==> config.mk <==
export PLATFORM = sky130hd
export DESIGN_NAME = la_core
export DESIGN_NICKNAME = d
export VERILOG_FILES = /design/src/la_pkg.sv /design/src/la_capture.sv /design/src/la_cmd_decoder.sv /design/src/la_core.sv /design/src/la_readout.sv /design/src/la_sample_mem.sv /design/src/la_sampler.sv /design/src/la_trigger.sv
export VERILOG_INCLUDE_DIRS = /design/src
export SDC_FILE = /design/constraint.sdc
export NUM_CORES = 2
export LEC_CHECK = 0
export ABC_CLOCK_PERIOD_IN_PS = 6500
export BUFFER_PORTS_ARGS = -buffer_cell sky130_fd_sc_hd__buf_2
export CAP_MARGIN = 20
export CORE_MARGIN = 2
export CORE_UTILIZATION = 60
export CTS_CLUSTER_DIAMETER = 50
export DETAILED_ROUTE_END_ITERATION = 6
export MAX_ROUTING_LAYER = met4
export PLACE_DENSITY = 0.77
export SKIP_LAST_GASP = 1
export SYNTH_ARGS = -nofsm -noshare
export SYNTH_HDL_FRONTEND = slang
export SYNTH_SLANG_ARGS = --single-unit
==> constraint.sdc <==
create_clock -name clk_i -period 6.5 [get_ports clk_i]
set_input_delay 1.95 -clock clk_i [delete_from_list [all_inputs] [get_ports clk_i]]
set_output_delay 1.95 -clock clk_i [all_outputs]
set_load 0.05 [all_outputs]
==> src/la_consts.svh <==
/* shared constants of the logic analyzer core
   LA_DEPTH is an address width, the memory holds 2**LA_DEPTH samples
   opcodes follow the SUMP numbering, only the subset handled here */
`ifndef LA_CONSTS_SVH
`define LA_CONSTS_SVH

`define LA_SW     32      // sample width
`define LA_DEPTH  5       // address bits, 32 words

`define LA_OPC_RESET  8'h00
`define LA_OPC_ARM    8'h01
`define LA_OPC_MASK   8'hC0   // trigger mask
`define LA_OPC_VALUE  8'hC1   // trigger value
`define LA_OPC_DIV    8'h80   // sample divider
`define LA_OPC_COUNT  8'h81   // read and delay counts

`endif

==> src/la_pkg.sv <==
/* types shared by the logic analyzer blocks
   widths come from la_consts.svh */
`include "la_consts.svh"

package la_pkg;

  typedef logic [`LA_SW-1:0]    la_sample_t;
  typedef logic [`LA_DEPTH-1:0] la_addr_t;

  // 40-bit command word, opcode in the top byte
  typedef struct packed {
    logic [7:0]  opcode;
    logic [31:0] arg;
  } la_cmd_t;

  typedef struct packed {
    la_sample_t mask;    // bits that take part in the match
    la_sample_t value;
  } la_trig_cfg_t;

  // one access to the sample memory
  typedef struct packed {
    logic       we;
    la_addr_t   addr;
    la_sample_t wdata;
  } la_mem_req_t;

endpackage

==> src/la_capture.sv <==
/* ring-buffer writer, armed by arm_i and stopped by the delay count
   the write holding the trigger sample is granted in the run cycle,
   which holds while capture has top priority at the memory */
`timescale 1ns/100ps
`include "la_consts.svh"

module la_capture import la_pkg::*; (
  input  logic        clk_i,
  input  logic        rst_i,
  input  logic        arm_i,
  input  logic        armed_i,
  input  logic        run_i,
  input  logic        set_count_i,
  input  logic [15:0] delay_i,
  input  la_sample_t  sample_i,
  input  logic        sample_stb_i,
  input  logic        gnt_i,
  output logic        req_o,
  output la_mem_req_t mem_req_o,
  output logic        done_o,
  output la_addr_t    last_addr_o
);

  typedef enum logic [1:0] {ST_IDLE, ST_PRE, ST_POST} cap_state_t;

  cap_state_t  state_q;
  la_addr_t    wptr_q;
  la_addr_t    last_q;        // address of the newest granted write
  logic [15:0] delay_q;
  logic [15:0] cnt_q;
  logic        take;
  logic        finish;

  always_comb begin
    take = 1'b0;
    case (state_q)
      ST_PRE:  take = sample_stb_i && (armed_i || (run_i && delay_q != 16'd0));
      ST_POST: take = sample_stb_i && (cnt_q != 16'd0);
      default: take = 1'b0;
    endcase
  end

  assign finish = (state_q == ST_POST) && !take && (cnt_q == 16'd0) && (!req_o || gnt_i);

  // payload side, written address and data
  always_ff @(posedge clk_i) begin
    if (take) mem_req_o <= '{we: 1'b1, addr: wptr_q, wdata: sample_i};
    if (req_o && gnt_i) last_q <= mem_req_o.addr;
    if (finish) last_addr_o <= req_o ? mem_req_o.addr : last_q;
  end

  always_ff @(posedge clk_i) begin
    if (rst_i) begin
      state_q <= ST_IDLE;
      wptr_q  <= '0;
      delay_q <= '0;
      cnt_q   <= '0;
      req_o   <= 1'b0;
      done_o  <= 1'b0;
    end else begin
      done_o <= finish;
      if (set_count_i) delay_q <= delay_i;
      if (take) begin
        req_o  <= 1'b1;
        wptr_q <= wptr_q + 1'b1;
      end else if (gnt_i) begin
        req_o <= 1'b0;          // held until granted
      end
      case (state_q)
        ST_IDLE: if (arm_i) state_q <= ST_PRE;
        ST_PRE: if (run_i) begin
          state_q <= ST_POST;
          cnt_q   <= delay_q - {15'd0, take};
        end
        ST_POST: begin
          if (take) cnt_q <= cnt_q - 16'd1;
          else if (finish) state_q <= ST_IDLE;
        end
        default: state_q <= ST_IDLE;
      endcase
    end
  end

  // no memory write lands while the writer sits idle
  a_no_idle_write: assert property (@(posedge clk_i) disable iff (rst_i)
    req_o && gnt_i |-> $past(state_q != ST_IDLE))
    else $error("capture wrote while idle");

endmodule

==> src/la_cmd_decoder.sv <==
/* command decoder, one registered pulse per known opcode
   pulses come one clock after exec_i, unknown opcodes are dropped
   the argument is not stored here, receivers take it from cmd_i */
`timescale 1ns/100ps
`include "la_consts.svh"

module la_cmd_decoder import la_pkg::*; (
  input  logic    clk_i,
  input  logic    rst_i,
  input  logic    exec_i,        // one-cycle execute strobe
  input  la_cmd_t cmd_i,
  output logic    soft_rst_o,
  output logic    arm_o,
  output logic    set_mask_o,
  output logic    set_value_o,
  output logic    set_div_o,
  output logic    set_count_o
);

  logic [7:0] opc;

  assign opc = cmd_i.opcode;

  always_ff @(posedge clk_i) begin
    if (rst_i) begin
      soft_rst_o  <= 1'b0;
      arm_o       <= 1'b0;
      set_mask_o  <= 1'b0;
      set_value_o <= 1'b0;
      set_div_o   <= 1'b0;
      set_count_o <= 1'b0;
    end else begin
      soft_rst_o  <= exec_i && (opc == `LA_OPC_RESET);
      arm_o       <= exec_i && (opc == `LA_OPC_ARM);
      set_mask_o  <= exec_i && (opc == `LA_OPC_MASK);
      set_value_o <= exec_i && (opc == `LA_OPC_VALUE);
      set_div_o   <= exec_i && (opc == `LA_OPC_DIV);
      set_count_o <= exec_i && (opc == `LA_OPC_COUNT);
    end
  end

  // a single command never fans out to two blocks
  a_one_pulse: assert property (@(posedge clk_i) disable iff (rst_i)
    $onehot0({soft_rst_o, arm_o, set_mask_o, set_value_o, set_div_o, set_count_o}))
    else $error("decoder raised more than one command pulse");

endmodule

==> src/la_core.sv <==
/* top level of the logic analyzer core
   cmd_i has to stay stable for the clock after exec_i,
   the blocks take the argument one clock after the strobe
   rst_o is high for hardware reset and for the one-clock soft reset */
`timescale 1ns/100ps
`include "la_consts.svh"

module la_core import la_pkg::*; (
  input  logic       clk_i,
  input  logic       rst_i,
  input  logic       exec_i,       // execute command
  input  la_cmd_t    cmd_i,
  input  la_sample_t input_i,      // probed signals
  input  logic       tx_rdy_i,     // transmitter ready flag
  output logic       rst_o,
  output logic       tx_stb_o,
  output la_sample_t tx_o
);

  logic        rst;
  logic        soft_rst;
  logic        arm;
  logic        set_mask;
  logic        set_value;
  logic        set_div;
  logic        set_count;
  la_sample_t  sample;
  logic        sample_stb;
  logic        armed;
  logic        run;
  logic        cap_req;
  logic        cap_gnt;
  la_mem_req_t cap_mem;
  logic        cap_done;
  la_addr_t    last_addr;
  logic        rd_req;
  logic        rd_gnt;
  la_mem_req_t rd_mem;
  la_sample_t  rdata;

  assign rst   = rst_i || soft_rst;
  assign rst_o = rst;

  la_cmd_decoder u_decoder (
    .clk_i(clk_i), .rst_i(rst), .exec_i(exec_i), .cmd_i(cmd_i),
    .soft_rst_o(soft_rst), .arm_o(arm), .set_mask_o(set_mask),
    .set_value_o(set_value), .set_div_o(set_div), .set_count_o(set_count)
  );

  la_sampler u_sampler (
    .clk_i(clk_i), .rst_i(rst), .set_div_i(set_div), .div_i(cmd_i.arg[23:0]),
    .data_i(input_i), .sample_o(sample), .sample_stb_o(sample_stb)
  );

  la_trigger u_trigger (
    .clk_i(clk_i), .rst_i(rst), .arm_i(arm), .set_mask_i(set_mask),
    .set_value_i(set_value), .arg_i(cmd_i.arg), .sample_i(sample),
    .sample_stb_i(sample_stb), .armed_o(armed), .run_o(run)
  );

  la_capture u_capture (
    .clk_i(clk_i), .rst_i(rst), .arm_i(arm), .armed_i(armed), .run_i(run),
    .set_count_i(set_count), .delay_i(cmd_i.arg[31:16]), .sample_i(sample),
    .sample_stb_i(sample_stb), .gnt_i(cap_gnt), .req_o(cap_req),
    .mem_req_o(cap_mem), .done_o(cap_done), .last_addr_o(last_addr)
  );

  la_readout u_readout (
    .clk_i(clk_i), .rst_i(rst), .set_count_i(set_count),
    .read_count_i(cmd_i.arg[15:0]), .done_i(cap_done), .last_addr_i(last_addr),
    .gnt_i(rd_gnt), .rdata_i(rdata), .tx_rdy_i(tx_rdy_i), .req_o(rd_req),
    .mem_req_o(rd_mem), .tx_stb_o(tx_stb_o), .tx_o(tx_o)
  );

  la_sample_mem u_mem (
    .clk_i(clk_i), .cap_req_i(cap_req), .cap_i(cap_mem), .rd_req_i(rd_req),
    .rd_i(rd_mem), .cap_gnt_o(cap_gnt), .rd_gnt_o(rd_gnt), .rdata_o(rdata)
  );

endmodule

==> src/la_readout.sv <==
/* readout of the captured samples, newest first
   the word count is capped at the memory size, 0 sends nothing
   tx_rdy_i low stalls the readout with the word held on tx_o */
`timescale 1ns/100ps
`include "la_consts.svh"

module la_readout import la_pkg::*; (
  input  logic        clk_i,
  input  logic        rst_i,
  input  logic        set_count_i,
  input  logic [15:0] read_count_i,
  input  logic        done_i,
  input  la_addr_t    last_addr_i,
  input  logic        gnt_i,
  input  la_sample_t  rdata_i,
  input  logic        tx_rdy_i,
  output logic        req_o,
  output la_mem_req_t mem_req_o,
  output logic        tx_stb_o,
  output la_sample_t  tx_o
);

  localparam int unsigned MEM_WORDS = 1 << `LA_DEPTH;

  typedef enum logic [1:0] {ST_IDLE, ST_READ, ST_WAIT, ST_SEND} rd_state_t;

  rd_state_t   state_q;
  la_addr_t    addr_q;
  logic [15:0] count_q;
  logic [15:0] left_q;      // words still to send

  assign req_o     = (state_q == ST_READ);
  assign mem_req_o = '{we: 1'b0, addr: addr_q, wdata: '0};
  assign tx_stb_o  = (state_q == ST_SEND) && tx_rdy_i;

  always_ff @(posedge clk_i) begin
    if (state_q == ST_IDLE && done_i) addr_q <= last_addr_i;
    else if (tx_stb_o) addr_q <= addr_q - 1'b1;   // step downward
    if (state_q == ST_WAIT) tx_o <= rdata_i;
  end

  always_ff @(posedge clk_i) begin
    if (rst_i) begin
      state_q <= ST_IDLE;
      count_q <= '0;
      left_q  <= '0;
    end else begin
      if (set_count_i) count_q <= read_count_i;
      case (state_q)
        ST_IDLE: if (done_i && count_q != 16'd0) begin
          left_q  <= (count_q > 16'(MEM_WORDS)) ? 16'(MEM_WORDS) : count_q;
          state_q <= ST_READ;
        end
        ST_READ: if (gnt_i) state_q <= ST_WAIT;
        ST_WAIT: state_q <= ST_SEND;                 // data valid now
        ST_SEND: if (tx_rdy_i) begin
          left_q  <= left_q - 16'd1;
          state_q <= (left_q == 16'd1) ? ST_IDLE : ST_READ;
        end
        default: state_q <= ST_IDLE;
      endcase
    end
  end

  // a stalled word stays on tx_o until ready returns
  a_stall_hold: assert property (@(posedge clk_i) disable iff (rst_i)
    (state_q == ST_SEND) && !tx_rdy_i |=> (state_q == ST_SEND) && $stable(tx_o))
    else $error("word dropped or changed while the transmitter was busy");

endmodule

==> src/la_sample_mem.sv <==
/* sample memory shared by capture and readout
   capture has fixed priority, grants are combinational
   read data is registered, one clock after the granted read
   no reset, contents are undefined until written */
`timescale 1ns/100ps
`include "la_consts.svh"

module la_sample_mem import la_pkg::*; (
  input  logic        clk_i,
  input  logic        cap_req_i,
  input  la_mem_req_t cap_i,
  input  logic        rd_req_i,
  input  la_mem_req_t rd_i,
  output logic        cap_gnt_o,
  output logic        rd_gnt_o,
  output la_sample_t  rdata_o
);

  localparam int unsigned WORDS = 1 << `LA_DEPTH;

  la_sample_t  mem_q [WORDS];
  la_mem_req_t sel;
  logic        any_req;

  // fixed priority grant
  assign cap_gnt_o = cap_req_i;
  assign rd_gnt_o  = rd_req_i && !cap_req_i;

  assign any_req = cap_req_i || rd_req_i;
  assign sel     = cap_req_i ? cap_i : rd_i;   // winning request

  always_ff @(posedge clk_i) begin
    if (any_req) begin
      if (sel.we) begin
        mem_q[sel.addr] <= sel.wdata;
      end else begin
        rdata_o <= mem_q[sel.addr];
      end
    end
  end

  // one owner per cycle, capture is never kept waiting
  a_one_grant: assert property (@(posedge clk_i)
    cap_req_i |-> cap_gnt_o && !rd_gnt_o)
    else $error("both memory grants high");

endmodule

==> src/la_sampler.sv <==
/* input synchroniser and sample-rate divider
   data_i is taken as fully asynchronous, two flops before use
   a new divider restarts the count, a strobe every div+1 clocks */
`timescale 1ns/100ps
`include "la_consts.svh"

module la_sampler import la_pkg::*; (
  input  logic        clk_i,
  input  logic        rst_i,
  input  logic        set_div_i,
  input  logic [23:0] div_i,
  input  la_sample_t  data_i,
  output la_sample_t  sample_o,
  output logic        sample_stb_o
);

  la_sample_t  sync_q1;
  la_sample_t  sync_q2;
  logic [23:0] div_q;
  logic [23:0] cnt_q;
  logic        tick;

  assign tick = (cnt_q == 24'd0) && !set_div_i;

  // plain double flop, no reset on data
  always_ff @(posedge clk_i) begin
    sync_q1 <= data_i;
    sync_q2 <= sync_q1;
    if (tick) sample_o <= sync_q2;
  end

  always_ff @(posedge clk_i) begin
    if (rst_i) begin
      div_q        <= '0;
      cnt_q        <= '0;
      sample_stb_o <= 1'b0;
    end else begin
      sample_stb_o <= tick;
      if (set_div_i) begin
        div_q <= div_i;
        cnt_q <= div_i;
      end else if (tick) begin
        cnt_q <= div_q;            // reload
      end else begin
        cnt_q <= cnt_q - 24'd1;
      end
    end
  end

endmodule

==> src/la_trigger.sv <==
/* single-stage trigger, mask and value compare
   only strobed samples are compared, a zero mask matches anything
   run is a one-clock pulse and disarms the trigger */
`timescale 1ns/100ps
`include "la_consts.svh"

module la_trigger import la_pkg::*; (
  input  logic       clk_i,
  input  logic       rst_i,
  input  logic       arm_i,
  input  logic       set_mask_i,
  input  logic       set_value_i,
  input  la_sample_t arg_i,
  input  la_sample_t sample_i,
  input  logic       sample_stb_i,
  output logic       armed_o,
  output logic       run_o
);

  la_trig_cfg_t cfg_q;
  logic         hit;

  // masked compare of the current sample
  assign hit = ((sample_i ^ cfg_q.value) & cfg_q.mask) == '0;

  always_ff @(posedge clk_i) begin
    if (rst_i) begin
      cfg_q   <= '0;
      armed_o <= 1'b0;
      run_o   <= 1'b0;
    end else begin
      if (set_mask_i) cfg_q.mask <= arg_i;
      if (set_value_i) cfg_q.value <= arg_i;

      run_o <= 1'b0;
      if (arm_i) begin
        armed_o <= 1'b1;
      end else if (armed_o && sample_stb_i && hit) begin
        armed_o <= 1'b0;      // first match only
        run_o   <= 1'b1;
      end
    end
  end

  // a run always follows an armed, strobed match
  a_run_armed: assert property (@(posedge clk_i) disable iff (rst_i)
    run_o |-> $past(armed_o && sample_stb_i) && !armed_o)
    else $error("trigger fired while not armed");

endmodule

==> out/qor.yml <==
clock_network:
  cts_buffers: 144
  ctsResizeCount: 0
  postCtsSetupBuffers: 0
  clockRootBuffer: "clkbuf_16"
  clockBufferDepth: 3
  cts_max_level: 4
  ctsHoldBuffers: 0
  clk_pin_slew_ns: 0.06
  cts_num_sinks: 1432
  clk_latency_ns: 0.78
  cts_tree: "done"
run_status:
  status: "finished, final reports clean"
sta:
  skew_ns: 0.0535
  report.final.slew_viol_count: 0
  setup_viol: 0
  setup_tns_ns: 0
  tightest_slew_ns: 1.12
  fmax_mhz: 196
  post-route-min-period_ns: 5.09
  rsz0062_at_grt: "no"
  period_share: 0.783
  max_slew_margin: 0.253
  hold_viol_final: 0
critical_path:
  cpMostUsedCell: "buf_2"
  crit_type: "input pin to primary output"
  critPathSlowestCell: "inv_4"
  slowest_delay_ns: 0.59
  cp_cell_sequence: "buf_2 -> nor2_2 -> inv_4 -> buf_2"
  cp-startpoint: "rst_i"
  critical_path_arrival_ns: 3.14
  cp_max_fo: 84
  crit_required_ns: 4.55
  r2r_start: "u_capture.req_o"
  crit_path_end_kind: "primary output"
  startpoint_type: "input pin"
floorplanning:
  core_region_area_sq_mm: 0.0897
  ioPinCount: 110
  initial_core_util: 0.603
  die_h_microns: 304
  die_area_sq_mm: 0.0926
  die_w_microns: 304
  fp-row-count: 110
min_path:
  hp-class: "flip-flop to flip-flop"
  hold_path.startpoint: "u_sampler.sync_q1[15]"
pwr:
  leakage_uw: 0.0219
  power.density_mw_per_mm2: 309
  ir_worst_vdd_mv: 0.290
placed_design:
  place_inst: 4336
  hpwl_mm: 78.3
  io_buffers: 109
  gp_congestion: 0.907
  placed_cell_area_sq_mm: 0.0563
finish:
  nNetsFinal: 3409
  fin_cells: 4608
  n_fill_cell: 5621
  seq_area_sq_mm: 0.0404
  multi_input_area_sq_mm: 0.0133
  area_growth_syn_to_layout_pct: 12.8
  drive_above_1_share: 0.188
  final_area_sq_mm: 0.0610
drt:
  wl_mm: 139
  first_pass_iters: 7
  drtIter0Drc: 4831
  wl_per_cell_microns: 30.2
  post_drt_via_cell_ratio: 6.73
  drc: 0
  num_vias: 31000
  antenna_left: 0
logic_synthesis:
  synth_flop_cell: "edfxtp_1"
  ys_top_cells_by_area: "edfxtp_1 65%, dfxtp_1 9.8%, mux4_2 7.9%, mux2i_1 2.1%, a22oi_1 1.4%"
  async_flop_share: 0
  avgSynthCellArea_sq_um: 17.1
  synth_enable_flop_cells: 1167
  synth-seq-area-share: 0.746
  synth-seq-cells: 1432
  synth_top_cell_by_area: "edfxtp_1"
  yosys_warnings: 0
  synth_nets: 3254
  synth_area_sq_mm: 0.0541
  syn-instance-count: 3160
  yosysUniqueCellTypes: 69
  yosysTopAreaCellShare: 0.648
job:
  drv_cap: 0
global_routing:
  grt_use_total: 0.310
  antenna_found_initial: 13
  grt_pass1_wl_mm: 203
  grt_pass1_vias: 31200
  grt_max_degree: 125
  overflow: 0
-- per-stage QoR --
step	hold slack [ns]	power, uW	util	worst slack (ns)
after floorplan	0.310	10900	-	1.52
after global placement	0.311	11100	0.627	1.47
after detailed placement	0.313	11100	0.627	1.43
after CTS	0.327	18900	0.678	1.43
after global routing	0.329	19400	0.680	1.34
final	0.326	18900	0.680	1.41
-- synthesized netlist by cell type (7+ instances only) --
cell type	instances
a211oi_1	20
a21oi_1	98
a22o_1	82
a22oi_1	102
a41oi_1	18
and2_1	39
and3_1	7
buf_1	15
buf_2	44
buf_4	11
clkbuf_1	96
dfxtp_1	265
edfxtp_1	1167
ha_1	18
inv_1	28
mux2i_1	114
mux4_2	190
nand2_1	116
nand2b_1	34
nand3_1	27
nand3b_1	9
nand4_1	33
nor2_1	198
nor2b_1	9
nor3_1	25
nor3b_1	9
nor4_1	24
o21a_1	8
o21ai_0	135
o221ai_1	7
o22ai_1	21
o31ai_1	11
or2_2	8
or3_1	16
or4_1	22
xnor2_1	22
xor2_1	39
-- where the power goes --
group | switching (uW) | internal (uW) | leakage (uW)
clock | 3540 | 4420 | 0.00219
combinational | 483 | 320 | 0.00479
sequential | 141 | 9980 | 0.0149
total | 4160 | 14700 | 0.0219
-- flip-flops by register name, summed over array words and instances (netlist names), 5 cells and up --
name	count
u_capture.last_q	5
u_sampler.sync_q1	32
u_capture.last_addr_o	5
u_readout.count_q	16
u_sampler.div_q	24
u_sampler.sample_o	32
u_trigger.cfg_q	64
u_capture.mem_req_o	37
u_capture.wptr_q	5
u_capture.cnt_q	16
u_sampler.sync_q2	32
u_mem.mem_q	1024
u_readout.left_q	16
u_mem.rdata_o	32
u_readout.addr_q	5
u_readout.tx_o	32
u_sampler.cnt_q	24
u_capture.delay_q	16
-- placed cells by master (no fill, tap or decap), types with 8 or more instances in the layout --
master | synthesis | routed
a211oi_1 | 20 | 20
a21oi_1 | 98 | 98
a22o_1 | 82 | 82
a22oi_1 | 102 | 102
a41oi_1 | 18 | 18
and2_1 | 39 | 35
buf_2 | 44 | 110
buf_4 | 11 | 58
clkbuf_1 | 96 | 33
clkbuf_16 | 0 | 148
clkinv_1 | 0 | 28
clkinv_2 | 0 | 13
dfxtp_1 | 265 | 261
diode_2 | 0 | 10
edfxtp_1 | 1167 | 1167
ha_1 | 18 | 17
inv_1 | 28 | 27
mux2i_1 | 114 | 112
mux4_2 | 190 | 190
nand2_1 | 116 | 116
nand2b_1 | 34 | 34
nand3_1 | 27 | 27
nand3b_1 | 9 | 9
nand4_1 | 33 | 33
nor2_1 | 198 | 167
nor2_4 | 0 | 30
nor2b_1 | 9 | 8
nor3_1 | 25 | 24
nor4_1 | 24 | 23
o21a_1 | 8 | 8
o21ai_0 | 135 | 134
o22ai_1 | 21 | 17
o31ai_1 | 11 | 10
or2_2 | 8 | 8
or3_1 | 16 | 16
or4_1 | 22 | 22
xnor2_1 | 22 | 22
xor2_1 | 39 | 39
-- worst max-delay path, delay by kind of cell --
kind	cells	cell delay [ns]
and+or+nand+nor	1	0.06
buffers and inverters	3	1.11
-- layout make-up --
type	count	area share
inverter	28	0.00176
tap	1176	0.0241
timing repair buffer	180	0.0201
sequential	1432	0.661
clock inverter	68	0.0115
multi-input combinational	1529	0.218
antenna	10	0.000410
clock buffer	185	0.0633
-- cell families (layout without fill, tap and decap cells) --
family,count (synthesis),in the layout,synth area share
AOI/OAI and AO/OA,553,553,0.0687
xor gates and xnor gates,61,61,0.00988
adders and majority gates,18,18,0.00416
buffers and inverters,199,461,0.0162
DFF,1432,1432,0.746
muxes,309,309,0.101
other,0,10,0
and+or+nand+nor,588,588,0.0539
-- per-layer routing --
metal	global-route usage	up-vias	share of wire
met5	-	-	0
met4	0.132	0	0.042
met3	0.0705	395	0.11
met2	0.494	2171	0.49
met1	0.388	15600	0.36
li1	-	12900	-
-- worst paths after layout --
check                                              to  slack (ns)  cells past startpoint
worst max-delay path                            rst_o        1.41                      4
worst min-delay path            u_sampler.sync_q2[15]        0.33                      0
worst max register to register      u_mem.rdata_o[24]        2.36                      7
worst min register to register  u_sampler.sync_q2[15]        0.33                      0
Note: power is estimated with default switching activity, not from simulation.
